$ cat config.mk
export PLATFORM = sky130hd
export DESIGN_NAME = cpu_core
export DESIGN_NICKNAME = d
export VERILOG_FILES = /design/src/common/cpu_pkg.sv /design/src/rtl/cpu_core.sv /design/src/rtl/execute_stage.sv /design/src/rtl/register_file.sv /design/src/rtl/inst_decoder.sv
export SDC_FILE = /design/constraint.sdc
export NUM_CORES = 1
export LEC_CHECK = 0
export BUFFER_PORTS_ARGS = -buffer_cell sky130_fd_sc_hd__buf_2
export CAP_MARGIN = 20
export CORE_MARGIN = 8
export CORE_UTILIZATION = 50
export DETAILED_ROUTE_END_ITERATION = 12
export HOLD_SLACK_MARGIN = 0.03
export PLACE_DENSITY_LB_ADDON = 0.05
export RECOVER_POWER = 25
export SLEW_MARGIN = 20
export SYNTH_ARGS = -nofsm -noshare
export SYNTH_HDL_FRONTEND = slang
export SYNTH_HIERARCHICAL = 1
export SYNTH_SLANG_ARGS = --single-unit
export TNS_END_PERCENT = 10
$ cat constraint.sdc
create_clock -name clk -period 12.8 [get_ports clk]
set_clock_uncertainty 0.1 [all_clocks]
set_input_delay 3.84 -clock clk [delete_from_list [all_inputs] [get_ports clk]]
set_output_delay 3.84 -clock clk [all_outputs]
set_load 0.005 [all_outputs]
$ cat src/common/cpu_pkg.sv
`default_nettype none

package cpu_pkg;

   //////////////////////////////////////////////////
   // Widths and sizes
   //////////////////////////////////////////////////

   // Datapath and instruction width
   localparam int word_w = 16;
   // Four registers, two address bits
   localparam int reg_addr_w = 2;
   localparam int num_regs = 4;
   // Instruction field widths
   localparam int imm_w = 8;
   localparam int opcode_w = 4;
   localparam int func_w = 6;
   // ALU op encoding width
   localparam int alu_op_w = 3;

   typedef logic [word_w-1:0] word_t;
   typedef logic [word_w-1:0] inst_t;
   typedef logic [reg_addr_w-1:0] reg_addr_t;
   typedef logic [imm_w-1:0] imm_t;

   //////////////////////////////////////////////////
   // Encodings
   //////////////////////////////////////////////////

   // Supported opcodes, bits 15..12
   typedef enum logic [opcode_w-1:0] {
      OP_ADI = 4'd4,
      OP_LHI = 4'd6,
      OP_RTYPE = 4'd15
   } opcode_e;

   // R-type function codes, bits 5..0
   typedef enum logic [func_w-1:0] {
      FUNC_ADD = 6'd0,
      FUNC_SUB = 6'd1,
      FUNC_AND = 6'd2,
      FUNC_ORR = 6'd3,
      FUNC_NOT = 6'd4,
      FUNC_WWD = 6'd28
   } func_e;

   // ALU operations
   typedef enum logic [alu_op_w-1:0] {
      ALU_ADD = 3'd0,
      ALU_SUB = 3'd1,
      ALU_AND = 3'd2,
      ALU_ORR = 3'd3,
      ALU_NOT = 3'd4
   } alu_op_e;

   // Second ALU operand
   typedef enum logic {
      SRC_B_REG = 1'b0,
      SRC_B_IMM = 1'b1
   } src_b_e;

   // Write-back data source
   typedef enum logic {
      WB_ALU = 1'b0,
      WB_IMM = 1'b1
   } wb_src_e;

   //////////////////////////////////////////////////
   // Stage bundles
   //////////////////////////////////////////////////

   // Decoded control word, produced in ID
   typedef struct packed {
      alu_op_e alu_op;
      src_b_e src_b;
      wb_src_e wb_src;
      logic reg_write;
      logic output_write;
      reg_addr_t write_reg;
      reg_addr_t rs;
      reg_addr_t rt;
   } ctrl_t;

   // ID/EX pipeline register contents
   typedef struct packed {
      ctrl_t ctrl;
      word_t a;
      word_t b;
      word_t imm_ext;
   } ex_stage_t;

   // EX/WB pipeline register contents, also the RF write port
   typedef struct packed {
      logic reg_write;
      reg_addr_t write_reg;
      word_t data;
   } wb_stage_t;

endpackage

`default_nettype wire
$ cat src/rtl/cpu_core.sv
`timescale 1ns/1ps
`default_nettype none

module cpu_core (
   input  logic           clk,
   input  logic           reset_n,
   input  cpu_pkg::inst_t i_inst,
   input  logic           i_inst_valid,
   output cpu_pkg::word_t o_output_port,
   output logic           o_output_valid
);

   // ID stage results
   cpu_pkg::ctrl_t id_ctrl;
   cpu_pkg::word_t id_imm_ext;
   cpu_pkg::word_t rs_data;
   cpu_pkg::word_t rt_data;
   // ID/EX register, next and current
   cpu_pkg::ex_stage_t ex_d;
   cpu_pkg::ex_stage_t ex_q;
   // EX/WB register, next and current
   cpu_pkg::wb_stage_t wb_d;
   cpu_pkg::wb_stage_t wb_q;

   //////////////////////////////////////////////////
   // ID stage
   //////////////////////////////////////////////////

   inst_decoder u_decoder (
      .i_inst       (i_inst),
      .i_inst_valid (i_inst_valid),
      .o_ctrl       (id_ctrl),
      .o_imm_ext    (id_imm_ext)
   );

   // Written from WB, write-through covers distance 2
   register_file u_regs (
      .clk       (clk),
      .reset_n   (reset_n),
      .i_rs_addr (id_ctrl.rs),
      .i_rt_addr (id_ctrl.rt),
      .i_wb      (wb_q),
      .o_rs_data (rs_data),
      .o_rt_data (rt_data)
   );

   always_comb begin
      ex_d.ctrl = id_ctrl;
      ex_d.a = rs_data;
      ex_d.b = rt_data;
      ex_d.imm_ext = id_imm_ext;
   end

   // ID/EX register
   always_ff @(posedge clk) begin
      if (!reset_n) begin
         // Bubble in EX after reset
         ex_q.ctrl.reg_write <= 1'b0;
         ex_q.ctrl.output_write <= 1'b0;
      end else begin
         ex_q <= ex_d;
      end
   end

   //////////////////////////////////////////////////
   // EX stage
   //////////////////////////////////////////////////

   execute_stage u_execute (
      .clk            (clk),
      .reset_n        (reset_n),
      .i_ex           (ex_q),
      .i_wb           (wb_q),
      .o_wb_next      (wb_d),
      .o_output_port  (o_output_port),
      .o_output_valid (o_output_valid)
   );

   //////////////////////////////////////////////////
   // WB stage
   //////////////////////////////////////////////////

   // EX/WB register, feeds RF write port and forwarding
   always_ff @(posedge clk) begin
      if (!reset_n) begin
         wb_q.reg_write <= 1'b0;
      end else begin
         wb_q <= wb_d;
      end
   end

   // Accepted WWD shows on the port two edges later
   property p_wwd_latency;
      @(posedge clk) disable iff (!reset_n)
         id_ctrl.output_write |-> ##2 o_output_valid;
   endproperty

   a_wwd_latency : assert property (p_wwd_latency)
      else $error("WWD accepted without o_output_valid two cycles later");

endmodule

`default_nettype wire

$ cat src/rtl/execute_stage.sv
`timescale 1ns/1ps
`default_nettype none

module execute_stage (
   input  logic               clk,
   input  logic               reset_n,
   input  cpu_pkg::ex_stage_t i_ex,
   input  cpu_pkg::wb_stage_t i_wb,
   output cpu_pkg::wb_stage_t o_wb_next,
   output cpu_pkg::word_t     o_output_port,
   output logic               o_output_valid
);

   // Operands after forwarding
   cpu_pkg::word_t a_fwd;
   cpu_pkg::word_t b_fwd;
   // Second ALU input after source select
   cpu_pkg::word_t alu_b;
   cpu_pkg::word_t alu_result;
   // WB stage holds the register this stage reads
   logic fwd_a;
   logic fwd_b;

   //////////////////////////////////////////////////
   // Forwarding from WB
   //////////////////////////////////////////////////

   // Only WB can be one instruction ahead
   assign fwd_a = i_wb.reg_write && (i_wb.write_reg == i_ex.ctrl.rs);
   assign fwd_b = i_wb.reg_write && (i_wb.write_reg == i_ex.ctrl.rt);

   assign a_fwd = fwd_a ? i_wb.data : i_ex.a;
   assign b_fwd = fwd_b ? i_wb.data : i_ex.b;

   //////////////////////////////////////////////////
   // ALU
   //////////////////////////////////////////////////

   // ADI takes the sign-extended immediate
   assign alu_b = (i_ex.ctrl.src_b == cpu_pkg::SRC_B_IMM) ? i_ex.imm_ext : b_fwd;

   always_comb begin
      case (i_ex.ctrl.alu_op)
         cpu_pkg::ALU_ADD: alu_result = a_fwd + alu_b;
         cpu_pkg::ALU_SUB: alu_result = a_fwd - alu_b;
         cpu_pkg::ALU_AND: alu_result = a_fwd & alu_b;
         cpu_pkg::ALU_ORR: alu_result = a_fwd | alu_b;
         // NOT uses rs only
         cpu_pkg::ALU_NOT: alu_result = ~a_fwd;
         default: alu_result = '0;
      endcase
   end

   //////////////////////////////////////////////////
   // Write-back bundle
   //////////////////////////////////////////////////

   always_comb begin
      o_wb_next.reg_write = i_ex.ctrl.reg_write;
      o_wb_next.write_reg = i_ex.ctrl.write_reg;
      // LHI bypasses the ALU
      if (i_ex.ctrl.wb_src == cpu_pkg::WB_IMM) begin
         o_wb_next.data = i_ex.imm_ext;
      end else begin
         o_wb_next.data = alu_result;
      end
   end

   //////////////////////////////////////////////////
   // Output port
   //////////////////////////////////////////////////

   always_ff @(posedge clk) begin
      if (!reset_n) begin
         o_output_port <= '0;
         o_output_valid <= 1'b0;
      end else begin
         // One pulse per WWD in EX
         o_output_valid <= i_ex.ctrl.output_write;
         // WWD sees forwarded rs as well
         if (i_ex.ctrl.output_write) begin
            o_output_port <= a_fwd;
         end
      end
   end

endmodule

`default_nettype wire

$ cat src/rtl/register_file.sv
`timescale 1ns/1ps
`default_nettype none

module register_file (
   input  logic               clk,
   input  logic               reset_n,
   input  cpu_pkg::reg_addr_t i_rs_addr,
   input  cpu_pkg::reg_addr_t i_rt_addr,
   input  cpu_pkg::wb_stage_t i_wb,
   output cpu_pkg::word_t     o_rs_data,
   output cpu_pkg::word_t     o_rt_data
);

   // Register storage
   cpu_pkg::word_t regs [cpu_pkg::num_regs];
   // Read address hits the register being written this cycle
   logic rs_hit;
   logic rt_hit;

   //////////////////////////////////////////////////
   // Write port
   //////////////////////////////////////////////////

   always_ff @(posedge clk) begin
      if (!reset_n) begin
         // All registers read zero after reset
         for (int i = 0; i < cpu_pkg::num_regs; i++) begin
            regs[i] <= '0;
         end
      end else if (i_wb.reg_write) begin
         regs[i_wb.write_reg] <= i_wb.data;
      end
   end

   //////////////////////////////////////////////////
   // Read ports with write-through
   //////////////////////////////////////////////////

   assign rs_hit = i_wb.reg_write && (i_wb.write_reg == i_rs_addr);
   assign rt_hit = i_wb.reg_write && (i_wb.write_reg == i_rt_addr);

   // Same-cycle write returns the new value
   assign o_rs_data = rs_hit ? i_wb.data : regs[i_rs_addr];
   assign o_rt_data = rt_hit ? i_wb.data : regs[i_rt_addr];

endmodule

`default_nettype wire

$ cat src/rtl/inst_decoder.sv
`timescale 1ns/1ps
`default_nettype none

module inst_decoder (
   input  cpu_pkg::inst_t i_inst,
   input  logic           i_inst_valid,
   output cpu_pkg::ctrl_t o_ctrl,
   output cpu_pkg::word_t o_imm_ext
);

   //////////////////////////////////////////////////
   // Instruction fields
   //////////////////////////////////////////////////

   logic [cpu_pkg::opcode_w-1:0] opcode;
   logic [cpu_pkg::func_w-1:0] func;
   cpu_pkg::reg_addr_t rs;
   cpu_pkg::reg_addr_t rt;
   cpu_pkg::reg_addr_t rd;
   cpu_pkg::imm_t imm;
   // Instruction writes a register / drives the output port
   logic wr_en;
   logic out_en;

   assign opcode = i_inst[15:12];
   assign rs = i_inst[11:10];
   assign rt = i_inst[9:8];
   assign rd = i_inst[7:6];
   assign func = i_inst[5:0];
   assign imm = i_inst[7:0];

   //////////////////////////////////////////////////
   // Control word
   //////////////////////////////////////////////////

   always_comb begin
      // Defaults describe a bubble
      o_ctrl = '0;
      o_ctrl.alu_op = cpu_pkg::ALU_ADD;
      o_ctrl.src_b = cpu_pkg::SRC_B_REG;
      o_ctrl.wb_src = cpu_pkg::WB_ALU;
      o_ctrl.rs = rs;
      o_ctrl.rt = rt;
      // I-type destination is rt
      o_ctrl.write_reg = rt;
      wr_en = 1'b0;
      out_en = 1'b0;
      case (opcode)
         cpu_pkg::OP_RTYPE: begin
            o_ctrl.write_reg = rd;
            case (func)
               cpu_pkg::FUNC_ADD: begin
                  o_ctrl.alu_op = cpu_pkg::ALU_ADD;
                  wr_en = 1'b1;
               end
               cpu_pkg::FUNC_SUB: begin
                  o_ctrl.alu_op = cpu_pkg::ALU_SUB;
                  wr_en = 1'b1;
               end
               cpu_pkg::FUNC_AND: begin
                  o_ctrl.alu_op = cpu_pkg::ALU_AND;
                  wr_en = 1'b1;
               end
               cpu_pkg::FUNC_ORR: begin
                  o_ctrl.alu_op = cpu_pkg::ALU_ORR;
                  wr_en = 1'b1;
               end
               cpu_pkg::FUNC_NOT: begin
                  o_ctrl.alu_op = cpu_pkg::ALU_NOT;
                  wr_en = 1'b1;
               end
               // WWD sends rs to the port, no write-back
               cpu_pkg::FUNC_WWD: out_en = 1'b1;
               default: ;
            endcase
         end
         cpu_pkg::OP_ADI: begin
            o_ctrl.src_b = cpu_pkg::SRC_B_IMM;
            wr_en = 1'b1;
         end
         cpu_pkg::OP_LHI: begin
            o_ctrl.wb_src = cpu_pkg::WB_IMM;
            wr_en = 1'b1;
         end
         default: ;
      endcase
      // No strobe, no side effects
      o_ctrl.reg_write = wr_en & i_inst_valid;
      o_ctrl.output_write = out_en & i_inst_valid;
   end

   // LHI puts imm in the upper byte, everything else sign-extends
   assign o_imm_ext = (opcode == cpu_pkg::OP_LHI) ? {imm, 8'h00} : {{8{imm[7]}}, imm};

   // WWD is the only output writer and never writes back
   always_comb begin
      assert (!(o_ctrl.reg_write && o_ctrl.output_write))
         else $error("decoder raised reg_write and output_write together");
   end

endmodule

`default_nettype wire

==> key figures <==
Synthesis
  – Post-synthesis cell count: 746
  – Number of synthesized flops with an enable pin: approximately 140
  – Synth cell types: 71
  – FF+latch count, synth: around 160
  – Async set or reset register ratio after synthesis: 0
  – Sequential cell area fraction in the yosys report: 0.494
  – Number of synthesis warnings: 6
  – Post-synthesis cell area: 9380 um2
  – Synth top cells by count: edfxtp_1, and2_1, nand2_1
  – Syn_nets: 784
  – Synth top area cells: edfxtp_1, mux4_2, dfxtp_1
  – Syn avg cell area: 12.6 um2
  – Post-synth top area share: 0.451
  – Synth Flop Type: edfxtp_1
  – Largest area contributor in the netlist: edfxtp_1
  – Most common cell in the netlist: edfxtp_1

Route
  – Via-to-Cell Ratio: 6.02
  – Drt first pass iters: 5
  – Vias after detailed routing: approximately 6000
  – Antenna Nets Post-Route: 0
  – Number of DRC markers in iteration 0: 507
  – WL final: 23.1 mm
  – DR WL/cell: 22.9 um
  – Remaining DRCs: 0

Clocking
  – Clock Root Buffer: clkbuf_16
  – Clk sinks: around 160
  – Longest Clk Path Bufs: 2
  – H-tree levels: 4
  – Hold-fix buffers at CTS: 0
  – Inserted Clock Buffers: 17
  – Post-CTS setup buffers: 0
  – Post-CTS sizing: 0
  – Clock latency on the worst-skew pair: 0.42 ns
  – TritonCTS clock tree: done
  – Clk slew on worst S/H paths: 0.06 ns

Cells and area
  – Layout cell share with drive strength beyond 1: 0.189
  – Final nets: ~800
  – Fillers: 1558
  – Area of the multi-input gates: 4350 um2
  – Area added between synthesis and finish: 8.07%
  – Ant diodes: 0
  – Reg area: 4630 um2

GRT
  – GRT Overall Usage: 0.200
  – Initial antenna violation count: 0
  – First-pass GRT wire length: 35.7 mm
  – Largest net degree at the start of global routing: 79
  – Grt total ovfl: 0
  – Vias in the first global route: 6042

Timing
  – Rel. slew slack: -0.162
  – Max Fclk: roughly 0.15 GHz
  – Fin Setup TNS: 0 ns
  – Hold Fails Final Rpt: 0
  – Final setup viols: 0
  – Post-route clock period utilization: 0.538
  – Measured slew at the worst slew-check pin: ~1.7 ns
  – Min Clock Period, post-route: 6.89 ns
  – RSZ-0062 raised after global routing: false
  – Final Max Tran Viols: 62

Hold path
  – Hold Crit Endpoint: wb_q[16]$_DFFE_PP_
  – Min-delay worst type: reg2reg
  – HP Start: ex_q[52]$_DFFE_PP_
  – Hold Path Depth: 0

Setup path
  – Flop2flop setup slack: 6.83 ns
  – CP Data Arrival Time: around 6.8 ns
  – Crit start category: input port
  – CP endpoint kind: flip-flop
  – Required @ worst endpoint: 12.66 ns
  – Critical path type: in2reg
  – Reg-to-reg endpoint: wb_q[14]$_DFFE_PP_
  – Depth of the worst register-to-register path: 17
  – Worst setup path start: reset_n
  – R2r startpoint: wb_q[16]$_DFFE_PP_
  – Crit-path max FO: 78

Status
  – Failing checks: capacitance limit, slew limit
  – Status: finished, violations left

Die
  – DIE HEIGHT: 153 um
  – Die area: 23400 um2
  – Core area: between 15000 and 20000 um2
  – Die Wd: about 150 um
  – Starting Density: 0.505
  – Number of core rows: 50
  – Num ports: 36

Power and ir drop
  – Cell Pwr Density: 130 nW/um2
  – Power Total: 1.32 mW
  – P_leak: 3.99 nW
  – Max VDD drop: 88.4 uV

Place
  – Hpwl dp: 16.9 mm
  – IO Port Bufs: 35
  – Placer Congestion: between 0.8 and 0.9

Job
  – Max-cap violation count: 2
stage by stage:
step           hold slack (ns)  cells  area, um2  setup WS (ns)  utilization
6_report                 0.324   1007      10100           5.91        0.546
3_3_place_gp             0.303    975       9620           6.48        0.518
2_1_floorplan            0.377    746       9380           7.50            -
4_1_cts                  0.324   1007      10200           6.83        0.548
5_1_grt                  0.339   1007      10100           5.55        0.546
3_5_place_dp             0.309    975       9620           6.37        0.518
layer usage:
metal / GRT usage / share of wire
met1: 0.268 / 0.46
met2: 0.309 / 0.46
met3: 0.0443 / 0.054
met4: 0.0848 / 0.030
met5: 0 / 0
cell usage in the layout (no fill, tap or decap), types with 7 or more instances in the layout:
| cell type | count |
|---|---|
| o21ai_0 | 26 |
| mux2_2 | 26 |
| mux2_4 | 20 |
| xor2_1 | 13 |
| and3_1 | 16 |
| mux2i_1 | 27 |
| xnor2_1 | 18 |
| dfxtp_1 | 20 |
| nor2_1 | 39 |
| mux4_2 | 20 |
| buf_2 | 27 |
| inv_1 | 17 |
| nand2_1 | 51 |
| ha_1 | 18 |
| and2_1 | 44 |
| maj3_1 | 13 |
| a22o_1 | 9 |
| clkbuf_16 | 17 |
| a21oi_1 | 25 |
| o21ai_1 | 8 |
| o31ai_1 | 7 |
| clkbuf_1 | 10 |
| buf_4 | 8 |
| and2_0 | 8 |
| mux4_1 | 12 |
| nor2b_1 | 22 |
| nand4_1 | 8 |
| edfxtp_1 | 141 |
kinds of logic after synthesis:
kind of cell | after synthesis | synth area share
xor+xnor | 32 | 0.0315
compound gates | 120 | 0.0875
fa+ha+maj | 33 | 0.0412
simple gates | 228 | 0.133
buf+inv | 67 | 0.0396
mux | 105 | 0.174
flops | 161 | 0.494
worst max path at each step:
stage                                       endpoint  slack [ns]
global route         u_regs/regs[0][2]$_SDFFCE_PN0P_        5.55
floorplan                         ex_q[21]$_DFFE_PP_        7.50
CTS                  u_regs/regs[1][0]$_SDFFCE_PN0P_        6.83
global placement    u_regs/regs[1][11]$_SDFFCE_PN0P_        6.48
finish              u_regs/regs[1][11]$_SDFFCE_PN0P_        5.91
detailed placement   u_regs/regs[1][9]$_SDFFCE_PN0P_        6.37
flip-flops by register name, indices dropped and copies added, names as in the netlist:
name and cells:
u_regs/regs 64, wb_q 19, u_execute/o_output_port 16, ex_q 61
u_execute/o_output_valid 1
report_power, final:
part           switching [mW]  internal (mW)
sequential             0.0296          0.602
combinational           0.115         0.0863
clock                   0.216          0.271
total                   0.360          0.960
cell type report:
class / count / area share
tap: 234 / 0.0289
sequential: 161 / 0.457
clock inverter: 14 / 0.0131
multi-input combinational: 518 / 0.429
clock buffer: 18 / 0.0423
timing repair buffer: 44 / 0.0226
inverter: 18 / 0.00666
critical path, cell delays in order:
cell,delay [ns]
clkbuf_1,1.23
buf_4,0.91
nand2b_1,0.74
Note: power is estimated with default switching activity, not from simulation.
